--- config.mk ---
export PLATFORM = sky130hd
export DESIGN_NAME = ntsc_capture
export DESIGN_NICKNAME = d
export VERILOG_FILES = /design/src/verilog/ntsc_pkg.sv /design/src/verilog/ccir656_decoder.sv /design/src/verilog/chroma_classifier.sv /design/src/verilog/ntsc_capture.sv /design/src/verilog/pixel_pair_packer.sv /design/src/verilog/raster_counter.sv
export SDC_FILE = /design/constraint.sdc
export NUM_CORES = 1
export LEC_CHECK = 0
export ABC_AREA = 1
export BUFFER_PORTS_ARGS = -buffer_cell sky130_fd_sc_hd__buf_4
export CAP_MARGIN = 20
export CORE_ASPECT_RATIO = 2
export CORE_MARGIN = 5
export CORE_UTILIZATION = 50
export DETAILED_ROUTE_END_ITERATION = 8
export MAX_ROUTING_LAYER = met4
export PLACE_DENSITY = 0.74
export SYNTH_ARGS = -nofsm -noshare
export SYNTH_HDL_FRONTEND = slang
export SYNTH_HIERARCHICAL = 1
export SYNTH_SLANG_ARGS = --single-unit
--- constraint.sdc ---
create_clock -name clock_27mhz -period 6 [get_ports clock_27mhz]
set_clock_uncertainty 0.1 [all_clocks]
set_input_delay 0.6 -clock clock_27mhz [delete_from_list [all_inputs] [get_ports clock_27mhz]]
set_output_delay 0.6 -clock clock_27mhz [all_outputs]
set_load 0.01 [all_outputs]
--- src/verilog/ntsc_pkg.sv ---
`default_nettype none

package ntsc_pkg;

  //////////////////////////////////////////////////
  // CCIR656 word stream
  //////////////////////////////////////////////////

  localparam int WORD_WIDTH = 10;

  // One word from the decoder chip, or one Y, Cr or Cb component
  typedef logic [WORD_WIDTH-1:0] word_t;

  // Preamble is 3FF, 000, 000 and then the XY word
  localparam word_t SAV_PREAMBLE_FF = 10'h3FF;
  localparam word_t SAV_PREAMBLE_00 = 10'h000;

  // Bit positions inside the XY word
  localparam int XY_F_BIT = 8;
  localparam int XY_V_BIT = 7;
  localparam int XY_H_BIT = 6;

  //////////////////////////////////////////////////
  // Raster and pixel formats
  //////////////////////////////////////////////////

  // Last line that is still captured
  localparam int LINE_LIMIT = 480;
  localparam int X_WIDTH = 10;
  localparam int Y_WIDTH = 9;

  typedef logic [X_WIDTH-1:0] x_t;
  typedef logic [Y_WIDTH-1:0] y_t;

  // Corner thresholds of the Cr/Cb plane
  localparam word_t CHROMA_HIGH = 10'd800;
  localparam word_t CHROMA_LOW = 10'd200;

  // Bits kept from the top of each component when packing
  localparam int PACK_Y_BITS = 8;
  localparam int PACK_C_BITS = 5;

  typedef enum logic [2:0] {
    SYNC_FF,
    SYNC_00A,
    SYNC_00B,
    XY,
    ACTIVE_CB,
    ACTIVE_Y0,
    ACTIVE_CR,
    ACTIVE_Y1
  } decode_state_t;

  typedef enum logic [1:0] {
    UPPER_RIGHT = 2'd0,
    UPPER_LEFT = 2'd1,
    LOWER_RIGHT = 2'd2,
    LOWER_LEFT = 2'd3
  } color_class_t;

  typedef struct packed {
    word_t y;
    word_t cr;
    word_t cb;
  } ycrcb_t;

  // Field is a level, vsync and hsync are single-cycle pulses
  typedef struct packed {
    logic field;
    logic vsync;
    logic hsync;
  } video_timing_t;

  typedef struct packed {
    logic valid;
    ycrcb_t sample;
    x_t x;
    y_t y;
  } active_pixel_t;

  typedef struct packed {
    logic [PACK_Y_BITS-1:0] y;
    logic [PACK_C_BITS-1:0] cr;
    logic [PACK_C_BITS-1:0] cb;
  } packed_pixel_t;

  // Second pixel sits in the upper half
  typedef struct packed {
    packed_pixel_t second;
    packed_pixel_t first;
  } pixel_pair_t;

  typedef struct packed {
    color_class_t color;
    x_t x;
    y_t y;
    logic flag;
  } detection_t;

endpackage

`default_nettype wire

--- src/verilog/ccir656_decoder.sv ---
`timescale 1ns/1ps
`default_nettype none

module ccir656_decoder (
  input  wire                     clock_27mhz,
  input  wire                     reset,
  input  wire ntsc_pkg::word_t    tv_in_ycrcb,
  output ntsc_pkg::ycrcb_t        sample,
  output logic                    sample_valid,
  output ntsc_pkg::video_timing_t timing
);

  ntsc_pkg::decode_state_t state;
  ntsc_pkg::decode_state_t state_next;
  logic is_ff;
  logic is_00;
  logic y_word;

  assign is_ff = (tv_in_ycrcb == ntsc_pkg::SAV_PREAMBLE_FF);
  assign is_00 = (tv_in_ycrcb == ntsc_pkg::SAV_PREAMBLE_00);

  // A Y word completes one sample, unless a new preamble cuts in
  assign y_word = !is_ff &&
                  ((state == ntsc_pkg::ACTIVE_Y0) || (state == ntsc_pkg::ACTIVE_Y1));

  //////////////////////////////////////////////////
  // Preamble and XY state machine
  //////////////////////////////////////////////////

  always_comb
  begin
    // Anything unexpected falls back to the start of the preamble
    state_next = ntsc_pkg::SYNC_FF;
    case (state)
      ntsc_pkg::SYNC_FF:
        if (is_ff)
          state_next = ntsc_pkg::SYNC_00A;
      ntsc_pkg::SYNC_00A:
        if (is_00)
          state_next = ntsc_pkg::SYNC_00B;
        else if (is_ff)
          state_next = ntsc_pkg::SYNC_00A;
      ntsc_pkg::SYNC_00B:
        if (is_00)
          state_next = ntsc_pkg::XY;
        else if (is_ff)
          state_next = ntsc_pkg::SYNC_00A;
      // Only an SAV with V and H clear opens active video
      ntsc_pkg::XY:
        if (!tv_in_ycrcb[ntsc_pkg::XY_V_BIT] && !tv_in_ycrcb[ntsc_pkg::XY_H_BIT])
          state_next = ntsc_pkg::ACTIVE_CB;
      // Active video cycles Cb, Y, Cr, Y; a 3FF starts the next preamble
      ntsc_pkg::ACTIVE_CB:
        state_next = is_ff ? ntsc_pkg::SYNC_00A : ntsc_pkg::ACTIVE_Y0;
      ntsc_pkg::ACTIVE_Y0:
        state_next = is_ff ? ntsc_pkg::SYNC_00A : ntsc_pkg::ACTIVE_CR;
      ntsc_pkg::ACTIVE_CR:
        state_next = is_ff ? ntsc_pkg::SYNC_00A : ntsc_pkg::ACTIVE_Y1;
      ntsc_pkg::ACTIVE_Y1:
        state_next = is_ff ? ntsc_pkg::SYNC_00A : ntsc_pkg::ACTIVE_CB;
      default:
        state_next = ntsc_pkg::SYNC_FF;
    endcase
  end

  always_ff @(posedge clock_27mhz)
  begin
    if (reset)
    begin
      state <= ntsc_pkg::SYNC_FF;
      sample_valid <= 1'b0;
      timing <= '0;
    end
    else
    begin
      state <= state_next;
      sample_valid <= y_word;
      // Sync pulses last one cycle
      timing.vsync <= 1'b0;
      timing.hsync <= 1'b0;
      if (state == ntsc_pkg::XY)
      begin
        // Field holds until the next XY word
        timing.field <= tv_in_ycrcb[ntsc_pkg::XY_F_BIT];
        timing.vsync <= tv_in_ycrcb[ntsc_pkg::XY_V_BIT];
        timing.hsync <= tv_in_ycrcb[ntsc_pkg::XY_H_BIT];
      end
    end
  end

  // Sample components, each loaded in its own slot
  always_ff @(posedge clock_27mhz)
  begin
    if (!is_ff)
    begin
      case (state)
        ntsc_pkg::ACTIVE_CB:
          sample.cb <= tv_in_ycrcb;
        ntsc_pkg::ACTIVE_CR:
          sample.cr <= tv_in_ycrcb;
        ntsc_pkg::ACTIVE_Y0, ntsc_pkg::ACTIVE_Y1:
          sample.y <= tv_in_ycrcb;
        default:
          sample <= sample;
      endcase
    end
  end

  // Y words come every second word, so valid strobes are never adjacent
  sample_valid_spaced: assert property (
    @(posedge clock_27mhz) disable iff (reset) sample_valid |=> !sample_valid);

endmodule

`default_nettype wire

--- src/verilog/chroma_classifier.sv ---
`timescale 1ns/1ps
`default_nettype none

module chroma_classifier (
  input  wire                          clock_27mhz,
  input  wire                          reset,
  input  wire ntsc_pkg::active_pixel_t pixel,
  output ntsc_pkg::detection_t         detection
);

  logic cr_high;
  logic cr_low;
  logic cb_high;
  logic cb_low;
  logic corner_hit;
  ntsc_pkg::color_class_t corner;

  // Strict comparisons, the threshold values themselves are middle band
  assign cr_high = (pixel.sample.cr > ntsc_pkg::CHROMA_HIGH);
  assign cr_low = (pixel.sample.cr < ntsc_pkg::CHROMA_LOW);
  assign cb_high = (pixel.sample.cb > ntsc_pkg::CHROMA_HIGH);
  assign cb_low = (pixel.sample.cb < ntsc_pkg::CHROMA_LOW);

  //////////////////////////////////////////////////
  // Corner lookup in the Cr/Cb plane
  //////////////////////////////////////////////////

  always_comb
  begin
    corner_hit = 1'b1;
    corner = ntsc_pkg::UPPER_RIGHT;
    if (cr_high && cb_high)
      corner = ntsc_pkg::UPPER_RIGHT;
    else if (cr_low && cb_high)
      corner = ntsc_pkg::UPPER_LEFT;
    else if (cr_high && cb_low)
      corner = ntsc_pkg::LOWER_RIGHT;
    else if (cr_low && cb_low)
      corner = ntsc_pkg::LOWER_LEFT;
    else
      corner_hit = 1'b0;
  end

  always_ff @(posedge clock_27mhz)
  begin
    if (reset)
      detection.flag <= 1'b0;
    else
      detection.flag <= pixel.valid && corner_hit;
  end

  // Class and position hold until the next hit
  always_ff @(posedge clock_27mhz)
  begin
    if (pixel.valid && corner_hit)
    begin
      detection.color <= corner;
      detection.x <= pixel.x;
      detection.y <= pixel.y;
    end
  end

endmodule

`default_nettype wire

--- src/verilog/ntsc_capture.sv ---
`timescale 1ns/1ps
`default_nettype none

module ntsc_capture (
  input  wire                           clock_27mhz,
  input  wire                           reset,
  input  wire ntsc_pkg::word_t          tv_in_ycrcb,
  output wire ntsc_pkg::pixel_pair_t    ntsc_pixels,
  output wire                           ntsc_flag,
  output wire ntsc_pkg::detection_t     detection,
  output wire                           frame_flag,
  output wire ntsc_pkg::video_timing_t  timing,
  output wire ntsc_pkg::active_pixel_t  pixel
);

  ntsc_pkg::ycrcb_t sample;
  logic sample_valid;

  //////////////////////////////////////////////////
  // Decode, position, then the two pixel consumers
  //////////////////////////////////////////////////

  ccir656_decoder decoder0 (
    .clock_27mhz (clock_27mhz),
    .reset       (reset),
    .tv_in_ycrcb (tv_in_ycrcb),
    .sample      (sample),
    .sample_valid(sample_valid),
    .timing      (timing)
  );

  raster_counter raster0 (
    .clock_27mhz (clock_27mhz),
    .reset       (reset),
    .sample      (sample),
    .sample_valid(sample_valid),
    .timing      (timing),
    .pixel       (pixel),
    .frame_flag  (frame_flag)
  );

  // Both consumers see every active pixel
  pixel_pair_packer packer0 (
    .clock_27mhz(clock_27mhz),
    .reset      (reset),
    .pixel      (pixel),
    .ntsc_pixels(ntsc_pixels),
    .ntsc_flag  (ntsc_flag)
  );

  chroma_classifier classifier0 (
    .clock_27mhz(clock_27mhz),
    .reset      (reset),
    .pixel      (pixel),
    .detection  (detection)
  );

endmodule

`default_nettype wire

--- src/verilog/pixel_pair_packer.sv ---
`timescale 1ns/1ps
`default_nettype none

module pixel_pair_packer (
  input  wire                          clock_27mhz,
  input  wire                          reset,
  input  wire ntsc_pkg::active_pixel_t pixel,
  output ntsc_pkg::pixel_pair_t        ntsc_pixels,
  output logic                         ntsc_flag
);

  ntsc_pkg::packed_pixel_t packed_in;
  // Low when the next pixel goes to the first half
  logic second_phase;

  // Keep only the top bits of each component
  always_comb
  begin
    packed_in.y = pixel.sample.y[ntsc_pkg::WORD_WIDTH-1 -: ntsc_pkg::PACK_Y_BITS];
    packed_in.cr = pixel.sample.cr[ntsc_pkg::WORD_WIDTH-1 -: ntsc_pkg::PACK_C_BITS];
    packed_in.cb = pixel.sample.cb[ntsc_pkg::WORD_WIDTH-1 -: ntsc_pkg::PACK_C_BITS];
  end

  always_ff @(posedge clock_27mhz)
  begin
    if (reset)
    begin
      second_phase <= 1'b0;
      ntsc_flag <= 1'b0;
    end
    else
    begin
      ntsc_flag <= 1'b0;
      if (pixel.valid)
      begin
        second_phase <= !second_phase;
        // Word is complete after the second pixel
        ntsc_flag <= second_phase;
      end
    end
  end

  always_ff @(posedge clock_27mhz)
  begin
    if (pixel.valid && !second_phase)
      ntsc_pixels.first <= packed_in;
    if (pixel.valid && second_phase)
      ntsc_pixels.second <= packed_in;
  end

  // One packed word per two pixels
  ntsc_flag_spaced: assert property (
    @(posedge clock_27mhz) disable iff (reset) ntsc_flag |=> !ntsc_flag);

endmodule

`default_nettype wire

--- src/verilog/raster_counter.sv ---
`timescale 1ns/1ps
`default_nettype none

module raster_counter (
  input  wire                          clock_27mhz,
  input  wire                          reset,
  input  wire ntsc_pkg::ycrcb_t        sample,
  input  wire                          sample_valid,
  input  wire ntsc_pkg::video_timing_t timing,
  output ntsc_pkg::active_pixel_t      pixel,
  output logic                         frame_flag
);

  ntsc_pkg::x_t x;
  ntsc_pkg::y_t y;
  logic line_visible;

  // Lines past LINE_LIMIT are blanked
  assign line_visible = (y <= ntsc_pkg::LINE_LIMIT);

  //////////////////////////////////////////////////
  // Interlaced position tracking
  //////////////////////////////////////////////////

  always_ff @(posedge clock_27mhz)
  begin
    if (reset)
    begin
      x <= '0;
      y <= '0;
      pixel.valid <= 1'b0;
      frame_flag <= 1'b0;
    end
    else
    begin
      pixel.valid <= 1'b0;
      if (sample_valid && line_visible)
      begin
        // Position before the increment goes out with the sample
        pixel.valid <= 1'b1;
        x <= x + 1'b1;
      end
      // Even field (f=1) starts on line 0, odd field on line 1
      if (timing.vsync)
      begin
        x <= '0;
        y <= timing.field ? ntsc_pkg::y_t'(0) : ntsc_pkg::y_t'(1);
      end
      // Hsync has the last word, lines interleave by two
      if (timing.hsync)
      begin
        x <= '0;
        y <= y + 2'd2;
      end
      // Even field done once past line 479 or in its vertical sync
      frame_flag <= timing.field && ((y >= ntsc_pkg::LINE_LIMIT) || timing.vsync);
    end
  end

  // Payload of the pixel strobe
  always_ff @(posedge clock_27mhz)
  begin
    if (sample_valid && line_visible)
    begin
      pixel.sample <= sample;
      pixel.x <= x;
      pixel.y <= y;
    end
  end

  pixel_in_visible_lines: assert property (
    @(posedge clock_27mhz) disable iff (reset)
    pixel.valid |-> (pixel.y <= ntsc_pkg::LINE_LIMIT));

endmodule

`default_nettype wire
# Word-level counts from Yosys, hierarchy flattened
# Cells that the tools add are included.
# W data, S select, Z words.
# word_totals
register_bits	167
latchBits	0
ramBits	0
mem_bits_ro	0
inputBits	12
output_inout_bits	113
elab_cells	97
memories	0
# op_classes
add_sub_neg	2
multipliers	0
div	0
magnitude_cmp	6
n_eq_ne	8
n_shift	0
muxes	20
bitwise_logic	3
n_reduce_logical	28
# ops
operator	count
$pmux W3 S8	1
$mux W3	7
$gt A10 B10 Y1 const B	2
$lt A10 B8 Y1 const B	2
$mux W9	2
$eq A3 B3 Y1 const B	4
$logic_and A1 B1 Y1	11
$add A10 B1 Y10 const B	1
$eq A10 B10 Y1 const B	1
$logic_not A10 Y1	1
$add A9 B2 Y9 const B	1
$ge A9 B9 Y1 const B	1
$le A9 B9 Y1 const B	1
$mux W1	8
$reduce_or A2 Y1	4
$eq A3 B2 Y1 const B	2
$reduce_and A2 Y1	3
$logic_not A1 Y1	4
$mux W2	2
$eq A3 B1 Y1 const B	1
$logic_not A3 Y1	1
$not A1 Y1	3
$reduce_or A3 Y1	1
$logic_or A1 B1 Y1	2
$reduce_bool A2 Y1	1

# Depth between registers and ports, before layout
# Gate-level depths: netlist of the first run.
# logic_depth
depth_word	7
mapped_depth	8
mapped_depth_nobuf	8

# Cells and area by module
# Netlist of the first run, hierarchy kept.
# modules_own_cells
module	n_inst	cells_per_inst	area_each_um2	seq_area_each_um2
raster_counter	1	192	2502.4	1891.8
ccir656_decoder	1	90	1287.5	1041.0
pixel_pair_packer	1	47	1159.9	1121.1
chroma_classifier	1	70	863.3	650.6

# Worst setup path before layout of the first run
# No wires, ideal clock.
# synth_path
kind	register -> register
startpoint	register raster0.y[5]
endpoint	register, netlist name raster0/pixel[0]
setup_time_ns	0.404
arrival_time_ns	1.793
required_ns	5.496
slack_ns	3.703
stages_incl_launch_ff	7
path_buffers	0
cell_sequence	dfxtp_1 inv_2 nor2_2 nand3_2 nand2_4 nand2_1 inv_1
# synth_between
elab_chain_cells	2
# synth_rtl
item	line	rtl
start, declared	raster_counter.sv:15	ntsc_pkg::y_t y;
start signal, assigned	raster_counter.sv:47	y <= timing.field ? ntsc_pkg::y_t'(0) : ntsc_pkg::y_t'(1);
start signal, assigned	raster_counter.sv:53	y <= y + 2'd2;
$le A9 B9 Y1	raster_counter.sv:19	assign line_visible = (y <= ntsc_pkg::LINE_LIMIT);
$logic_and A1 B1 Y1	raster_counter.sv:63	if (sample_valid && line_visible)
# No other way between the ends.
# A chain may end at the register's enable or synchronous reset.

# Worst setup path after layout of the first run
# layout_path
startpoint	register raster0.y[5]
endpoint	register, netlist name raster0/pixel[34]
# layout_between
elab_chain_cells	2
# layout_rtl
item	line
$le A9 B9 Y1	raster_counter.sv:19
$logic_and A1 B1 Y1	raster_counter.sv:63
# No other way between the ends.

==> summary.md, run 1 <==
| Metric | Value |
|---|---|
| Status | complete, no violations |
| Met2 Routed Length | ~6600 um |
| Req. time, crit path | a little under 6000 ps |
| Met3 WL post-DR | 633 um |
| HP Class | in -> reg |
| Nets | 556 |
| Drt wl/cell | approximately 16 um |
| Largest net degree at the start of global routing | between 50 and 60 |
| Netlist cell types | 31 |
| Hpwl dp | 8180 um |
| Post-Syn Area | roughly 5800 sq um |
| Total GRT Usage | 0.175 |
| CP peak stage delay | roughly 760 ps |
| #FFs+latches synth | 167 |
| Starting Density | 0.512 |
| Reg-to-reg setup timing slack | 3750 ps |
| Worst R2R Path Depth | 6 |
| GPL Wtd Cong | 0.879 |
| Slowest-stage cell, CP | inv_2 |
| CP max FO | 50 |
| Reg2Reg Launch Point | raster0/y[5]$_SDFFE_PP0P_ |
| Setup bufs post-CTS | 0 |
| Via count | roughly 3500 |
| Slew HR | 0.317 |
| Cell taking the most area after synthesis | edfxtp_1 |
| WHS Endpoint | decoder0/sample[21]$_DFFE_PP_ |
| Min-delay src | tv_in_ycrcb[1] |
| Slew Viols, Final | 0 |
| Reg-to-reg endpoint | raster0/pixel[34]$_DFFE_PP_ |
| Antenna cells | 0 |
| Drt pass-1 iters | 4 |
| Maximum clock frequency | between 0.4 and 0.5 GHz |
| Iteration-0 DRC Markers | roughly 140 |
| TritonCTS clock tree | yes |
| Hold_buf cts | 0 |
| Highest routed layer | met4 |
| Post-synthesis net count | a little over 400 |
| Clock buffer count from CTS | 17 |
| Synthesis-to-layout area growth | 29.5% |
| Vias in the first global route | roughly 3600 |
| Tcrit/Tclk final | 0.374 |
| Mapped Cells | 399 |
| Worst vdd ir | 0.254 mV |
| Drt drc | 0 |
| Final min period | ~2200 ps |
| Met1 WL | about 3800 um |
| Final setup fails | 0 |
| Final TNS setup | 0 ps |
| Cell Chain, Critical Path | inv_2 > nor2_2 > nand3_2 > nand2_4 > nand2_1 > inv_2 |
| Skew-Pair Late Insertion Delay | ~400 ps |
| Max_cap viols | 0 |
| RSZ-0062 raised after global routing | no |
| Post-synth top flop | edfxtp_1 |
| Post-synth EDFFs | approximately 140 |
| Die width | 86.2 um |
| Worst Tran Pin Value | between 1000 and 1500 ps |
| Synth cell count leaders | edfxtp_1, nand2_1, nor2_1, inv_1, dfxtp_1 |
| Syn avg cell area | between 10 and 15 sq um |
| Crit. End Element | flip-flop |
| Num Clock Sinks | around 170 |
| First-pass GRT wire length | around 18000 um |
| Yosys synthesis warning count | 6 |
| Lkg Pwr | ~2.9 nW |
| Non-Filler Instances | 697 |
| CP Launch Type | flip-flop |
| Share of the synthesized area in the top cell type | 0.703 |
| Crit Path Category | reg -> reg |
| Via density | 4.97 |
| Antenna Nets Post-Route | 0 |
| Ports | between 100 and 150 |
| Initial antenna violation count | 0 |
| Pwr/cell area | between 300 and 400 nW/um^2 |
| Count leader, synth | edfxtp_1 |
| Seq/Total Area, Yosys | 0.809 |
| Ranking of synthesized cells by area | edfxtp_1, dfxtp_1, nand2_1 |
| Die Footprint | between 10000 and 15000 sq um |
| Async SR Flop Fraction | 0 |
| Height of the die | roughly 160 um |
| Data arrival, critical path | ~2200 ps |
| Core footprint | about 11000 sq um |
| Final hold violation count | 0 |
| Placed cell count | approximately 670 |
| Root Driver | clkbuf_16 |
| Post-cts resize count | 0 |
| DRT Wirelength | around 11000 um |
| Share of layout cells above drive strength 1 | 0.321 |
| Clock Path Buffers | 2 |
| Total gr overflow | 0 |
| Most frequent cell on the critical path | inv_2 |
| Clock-pin slew on the worst setup and hold paths | approximately 60 ps |
| Hold path depth | 1 |
| H-tree levels | 4 |
| # port buffers | ~120 |
| Rows | between 50 and 60 |
[report_power, final]
group	total [mW]	internal, mW	leakage (nW)	switching, mW
Combinational	0.0199	0.00694	1.13	0.0130
Sequential	1.24	1.24	1.44	0.00000808
Clock	1.10	0.695	0.294	0.402
[critical path, delay by kind of cell (launching register included)]
kind	cells	cell delay, ps
flops	1	440
simple gates	4	490
buf+inv	2	820
[cell usage in the layout, fill, tap and decap left out, types with 2 or more instances in the layout]
| master | instances |
|---|---|
| nand4_1 | 4 |
| clkinv_4 | 3 |
| inv_1 | 40 |
| a21oi_2 | 2 |
| clkinv_1 | 2 |
| nand3_2 | 4 |
| dfxtp_1 | 31 |
| buf_4 | 125 |
| a31oi_1 | 3 |
| nor2_1 | 42 |
| nand2_2 | 4 |
| clkbuf_16 | 17 |
| clkbuf_1 | 2 |
| ha_1 | 2 |
| nand3b_1 | 3 |
| edfxtp_1 | 136 |
| clkinvlp_4 | 2 |
| a21oi_1 | 16 |
| o21ai_0 | 7 |
| clkinv_2 | 3 |
| nand2_1 | 63 |
| bufinv_16 | 4 |
| inv_2 | 5 |
| nor2_2 | 4 |
| nor3_1 | 3 |
| nand3_1 | 17 |
[cell type report]
type	count	area (sq um)
Clock buffer	19	433
Clock inverter	13	180
Fill cell	835	3830
Inverter	46	173
Multi-Input combinational cell	185	921
Sequential cell	167	4700
Tap cell	142	178
Timing Repair Buffer	125	938
[cell families (layout without fill, tap and decap cells)]
| group | count (synthesis) | in the layout | synth area share |
|---|---|---|---|
| and+or+nand+nor | 152 | 152 | 0.124 |
| buffers and inverters | 47 | 203 | 0.0323 |
| AOI/OAI and AO/OA | 31 | 31 | 0.0301 |
| adders and majority gates | 2 | 2 | 0.00430 |
| DFF | 167 | 167 | 0.809 |
[worst max-delay path by stage]
stage	from	end	slack [ps]	cells past startpoint
after global placement	raster0/y[5]$_SDFFE_PP0P_	raster0/pixel[39]$_DFFE_PP_	3820	6
final	raster0/y[5]$_SDFFE_PP0P_	raster0/pixel[34]$_DFFE_PP_	3750	6
after global routing	raster0/y[5]$_SDFFE_PP0P_	raster0/pixel[34]$_DFFE_PP_	3580	6
after CTS	raster0/y[5]$_SDFFE_PP0P_	raster0/pixel[34]$_DFFE_PP_	3750	6
after detailed placement	raster0/y[5]$_SDFFE_PP0P_	raster0/pixel[39]$_DFFE_PP_	3760	6
after floorplan	raster0/y[5]$_SDFFE_PP0P_	raster0/pixel[0]$_DFFE_PP_	3700	6
[layer usage]
layer | GRT usage | up-vias
met2 | 0.316 | 124
li1 | - | 1677
met4 | 0.0837 | 0
met1 | 0.171 | 1645
met5 | - | -
met3 | 0.0441 | 20
[stage by stage]
stage          utilization  setup WS (ps)  power (mW)  hold WS (ps)  area (sq um)
4_1_cts              0.663           3750        2.38           293          7530
3_5_place_dp         0.609           3760        1.28           305          6910
2_1_floorplan            -           3700        1.27           300          5810
6_report             0.663           3750        2.36           311          7530
3_3_place_gp         0.609           3820        1.28           301          6910
5_1_grt              0.663           3580        2.44           285          7530
[registers in the layout, summed over array words and instances (netlist names)]
name,count
decoder0/state,3
classifier0/detection,22
raster0/y,9
raster0/frame_flag,1
raster0/pixel,50
decoder0/sample,30
packer0/ntsc_pixels,36
packer0/second_phase,1
decoder0/timing,3
decoder0/sample_valid,1
packer0/ntsc_flag,1
raster0/x,10
No activity file was read; power rests on OpenSTA's default activity.
==> run 2: changes to the inputs <==
--- a/config.mk
+++ b/config.mk
@@ -10,10 +10,10 @@
 export CAP_MARGIN = 20
 export CORE_ASPECT_RATIO = 2
 export CORE_MARGIN = 5
-export CORE_UTILIZATION = 50
+export CORE_UTILIZATION = 48
 export DETAILED_ROUTE_END_ITERATION = 8
 export MAX_ROUTING_LAYER = met4
-export PLACE_DENSITY = 0.74
+export PLACE_DENSITY = 0.75
 export SYNTH_ARGS = -nofsm -noshare
 export SYNTH_HDL_FRONTEND = slang
 export SYNTH_HIERARCHICAL = 1
==> constraint.sdc (replaced) <==
create_clock -name clock_27mhz -period 1.97 [get_ports clock_27mhz]
set_clock_uncertainty 0.1 [all_clocks]
set_input_delay 0.197 -clock clock_27mhz [delete_from_list [all_inputs] [get_ports clock_27mhz]]
set_output_delay 0.197 -clock clock_27mhz [all_outputs]
set_load 0.01 [all_outputs]
==> run 2 against run 1 <==
Compared with the run above:
- sequential power grew to 3.0 times the previous value
- hold slack better by 2.8 ps
- critical path depth is 3 higher
- sequential cell count stayed put
- register-to-register slack worse by 3400 ps
- clock power grew to 2.9 times the previous value
- first-iteration DRC count is 43% higher
- core utilization is 2.5 points lower
- setup slack worse by 3500 ps
- count of clock-buffer cells in the layout is 2 lower
==> summary.md, run 2 (synthesized netlist as in run 1, its figures left out) <==
| Metric | Value |
|---|---|
| Ports | 125 (unchanged) |
| Rows | 57 (+3.6%) |
| Critical path endpoint | decoder0/sample[21]$_DFFE_PP_ |
| DP Area | 7000 sq um (+1.2%) |
| Final setup fails | 0 (unchanged) |
| Worst R2R Path Depth | 6 (unchanged) |
| Drt pass-1 iters | 4 (unchanged) |
| CP max FO | 10 (-80%) |
| Met3 WL post-DR | 775 um (+22%) |
| RSZ-0062 raised after global routing | no |
| Max_cap viols | 0 (unchanged) |
| Commonest non-fill, non-tap cell in the layout | edfxtp_1 |
| Vias in the first global route | 3563 (-0.92%) |
| # port buffers | 124 (unchanged) |
| Synthesis-to-layout area growth | 32.2% |
| Total GRT Usage | 0.168 (-0.00733) |
| Final hold violation count | 0 (unchanged) |
| Worst vdd ir | 0.656 mV (+160%) |
| Top Registers | raster0/pixel (50), packer0/ntsc_pixels (36), decoder0/sample (30) |
| Final Cell Area | 7690 sq um (+2.1%) |
| Starting Density | 0.482 (-0.0297) |
| Hpwl dp | 8420 um (+2.9%) |
| Drt drc | 0 (unchanged) |
| Status | complete, no violations |
| CP Launch Type | input port |
| Tcrit/Tclk final | 0.864 |
| Die Footprint | 14500 sq um (+3.8%) |
| Root Driver | clkbuf_16 |
| Pwr Total | 7.05 mW (+200%) |
| Antenna cells | 0 (unchanged) |
| Pwr/cell area | 917 nW/um^2 (+190%) |
| Final TNS setup | 0 ps (unchanged) |
| Crit Path Category | in -> reg |
| Data arrival, critical path | 1670 ps (-490 ps) |
| Reg-to-reg endpoint | raster0/pixel[20]$_DFFE_PP_ |
| Non-Filler Instances | 717 (+2.9%) |
| Iteration-0 DRC Markers | 194 (+43%) |
| Via density | 4.99 (+0.35%) |
| HP Class | reg -> reg |
| Met2 Routed Length | 6510 um (-1.5%) |
| Slew HR | 0.706 (+0.389) |
| Req. time, crit path | 1930 ps (-3980 ps) |
| Skew-Pair Late Insertion Delay | 410 ps (about the same) |
| Drt wl/cell | 15.9 um (-1.9%) |
| Reg2Reg Launch Point | raster0/y[6]$_SDFFE_PP0P_ |
| Placed cell count | 674 (+1.4%) |
| H-tree levels | 4 (unchanged) |
| Final min period | 1700 ps |
| Met1 WL | 3760 um (-0.48%) |
| Clock Path Buffers | 2 (unchanged) |
| GPL Wtd Cong | 0.841 (-4.4%) |
| Nets | 571 (+2.7%) |
| Core footprint | 12100 sq um (+6.1%) |
| Num Clock Sinks | 167 (unchanged) |
| DRT Wirelength | 11400 um (+0.97%) |
| Crit path from | tv_in_ycrcb[9] |
| Share of layout cells above drive strength 1 | 0.330 (+0.00910) |
| First-pass GRT wire length | 17800 um (-0.12%) |
| Post-cts resize count | 0 (unchanged) |
| TritonCTS clock tree | yes |
| Crit. End Element | flip-flop |
| Largest net degree at the start of global routing | 42 (-18%) |
| Slew Viols, Final | 0 (unchanged) |
| Worst Tran Pin Value | 440 ps (-583 ps) |
| Commonest cells after routing, fill and taps aside | edfxtp_1, buf_4, nand2_1 |
| Die width | 87.8 um (+1.8%) |
| Top reg by flops | raster0/pixel |
| Initial antenna violation count | 0 (unchanged) |
| Antenna Nets Post-Route | 0 (unchanged) |
| Clock-pin slew on the worst setup and hold paths | 70 ps (about the same) |
| Reg-to-reg setup timing slack | 320 ps (-3430 ps) |
| Lkg Pwr | 2.93 nW (+2.0%) |
| Clock buffer count from CTS | 17 (unchanged) |
| Hold_ws | 314 ps (+2.82 ps) |
| Highest routed layer | met4 |
| Via count | 3578 (+3.2%) |
| Total gr overflow | 0 (unchanged) |
| Setup bufs post-CTS | 0 (unchanged) |
| Hold_buf cts | 11 (+11) |
| Maximum clock frequency | between 0.5 and 0.6 GHz |
| Max reg flops | 50 (unchanged) |
| Height of the die | 166 um (+1.9%) |
[run 2: power by group]
part	switching (mW)	total (mW)	internal [mW]
registers	0.0000242	3.77	3.77
logic	0.0406	0.0758	0.0352
clock network	1.41	3.20	1.79
total	1.45	7.05	5.60
[run 2: worst min path at each step]
stage	startpoint	to	slack, ps	cells after the start
floorplan	reset	decoder0/state[2]$_SDFF_PP0_	160	1
global placement	decoder0/sample[21]$_DFFE_PP_	raster0/pixel[40]$_DFFE_PP_	300	0
detailed placement	decoder0/sample[3]$_DFFE_PP_	raster0/pixel[22]$_DFFE_PP_	300	0
CTS	decoder0/sample[3]$_DFFE_PP_	raster0/pixel[22]$_DFFE_PP_	320	0
global route	decoder0/sample[3]$_DFFE_PP_	raster0/pixel[22]$_DFFE_PP_	320	0
finish	decoder0/sample[20]$_DFFE_PP_	raster0/pixel[39]$_DFFE_PP_	310	0
[run 2: final cells by class]
class / instances / area, sq um
multi-input combinational: 185 / 936
clock inverter: 15 / 156
fill: 868 / 4370
clock buffer: 17 / 425
sequential: 167 / 4710
tap: 147 / 184
inverter: 46 / 176
timing repair buffer: 140 / 1100
[run 2: worst max-delay path: stages]
cell,delay (ps)
dlygate4sd3_1,550
buf_4,160
nand2_1,60
nor2_1,50
nand3_1,90
nand2_2,80
inv_2,80
nand2_2,50
inv_1,340
[run 2: metal layers]
layer / GRT usage / vias up
met5: - / -
met4: 0.0842 / 0
met3: 0.0442 / 28
met2: 0.291 / 135
met1: 0.167 / 1707
li1: - / 1708
[run 2: metrics by stage]
stage / setup WS [ps] / utilization
final: 267 / 0.638
after floorplan: 20.8 / -
after global placement: 394 / 0.580
after CTS: 288 / 0.638
after global routing: 198 / 0.638
after detailed placement: 340 / 0.580
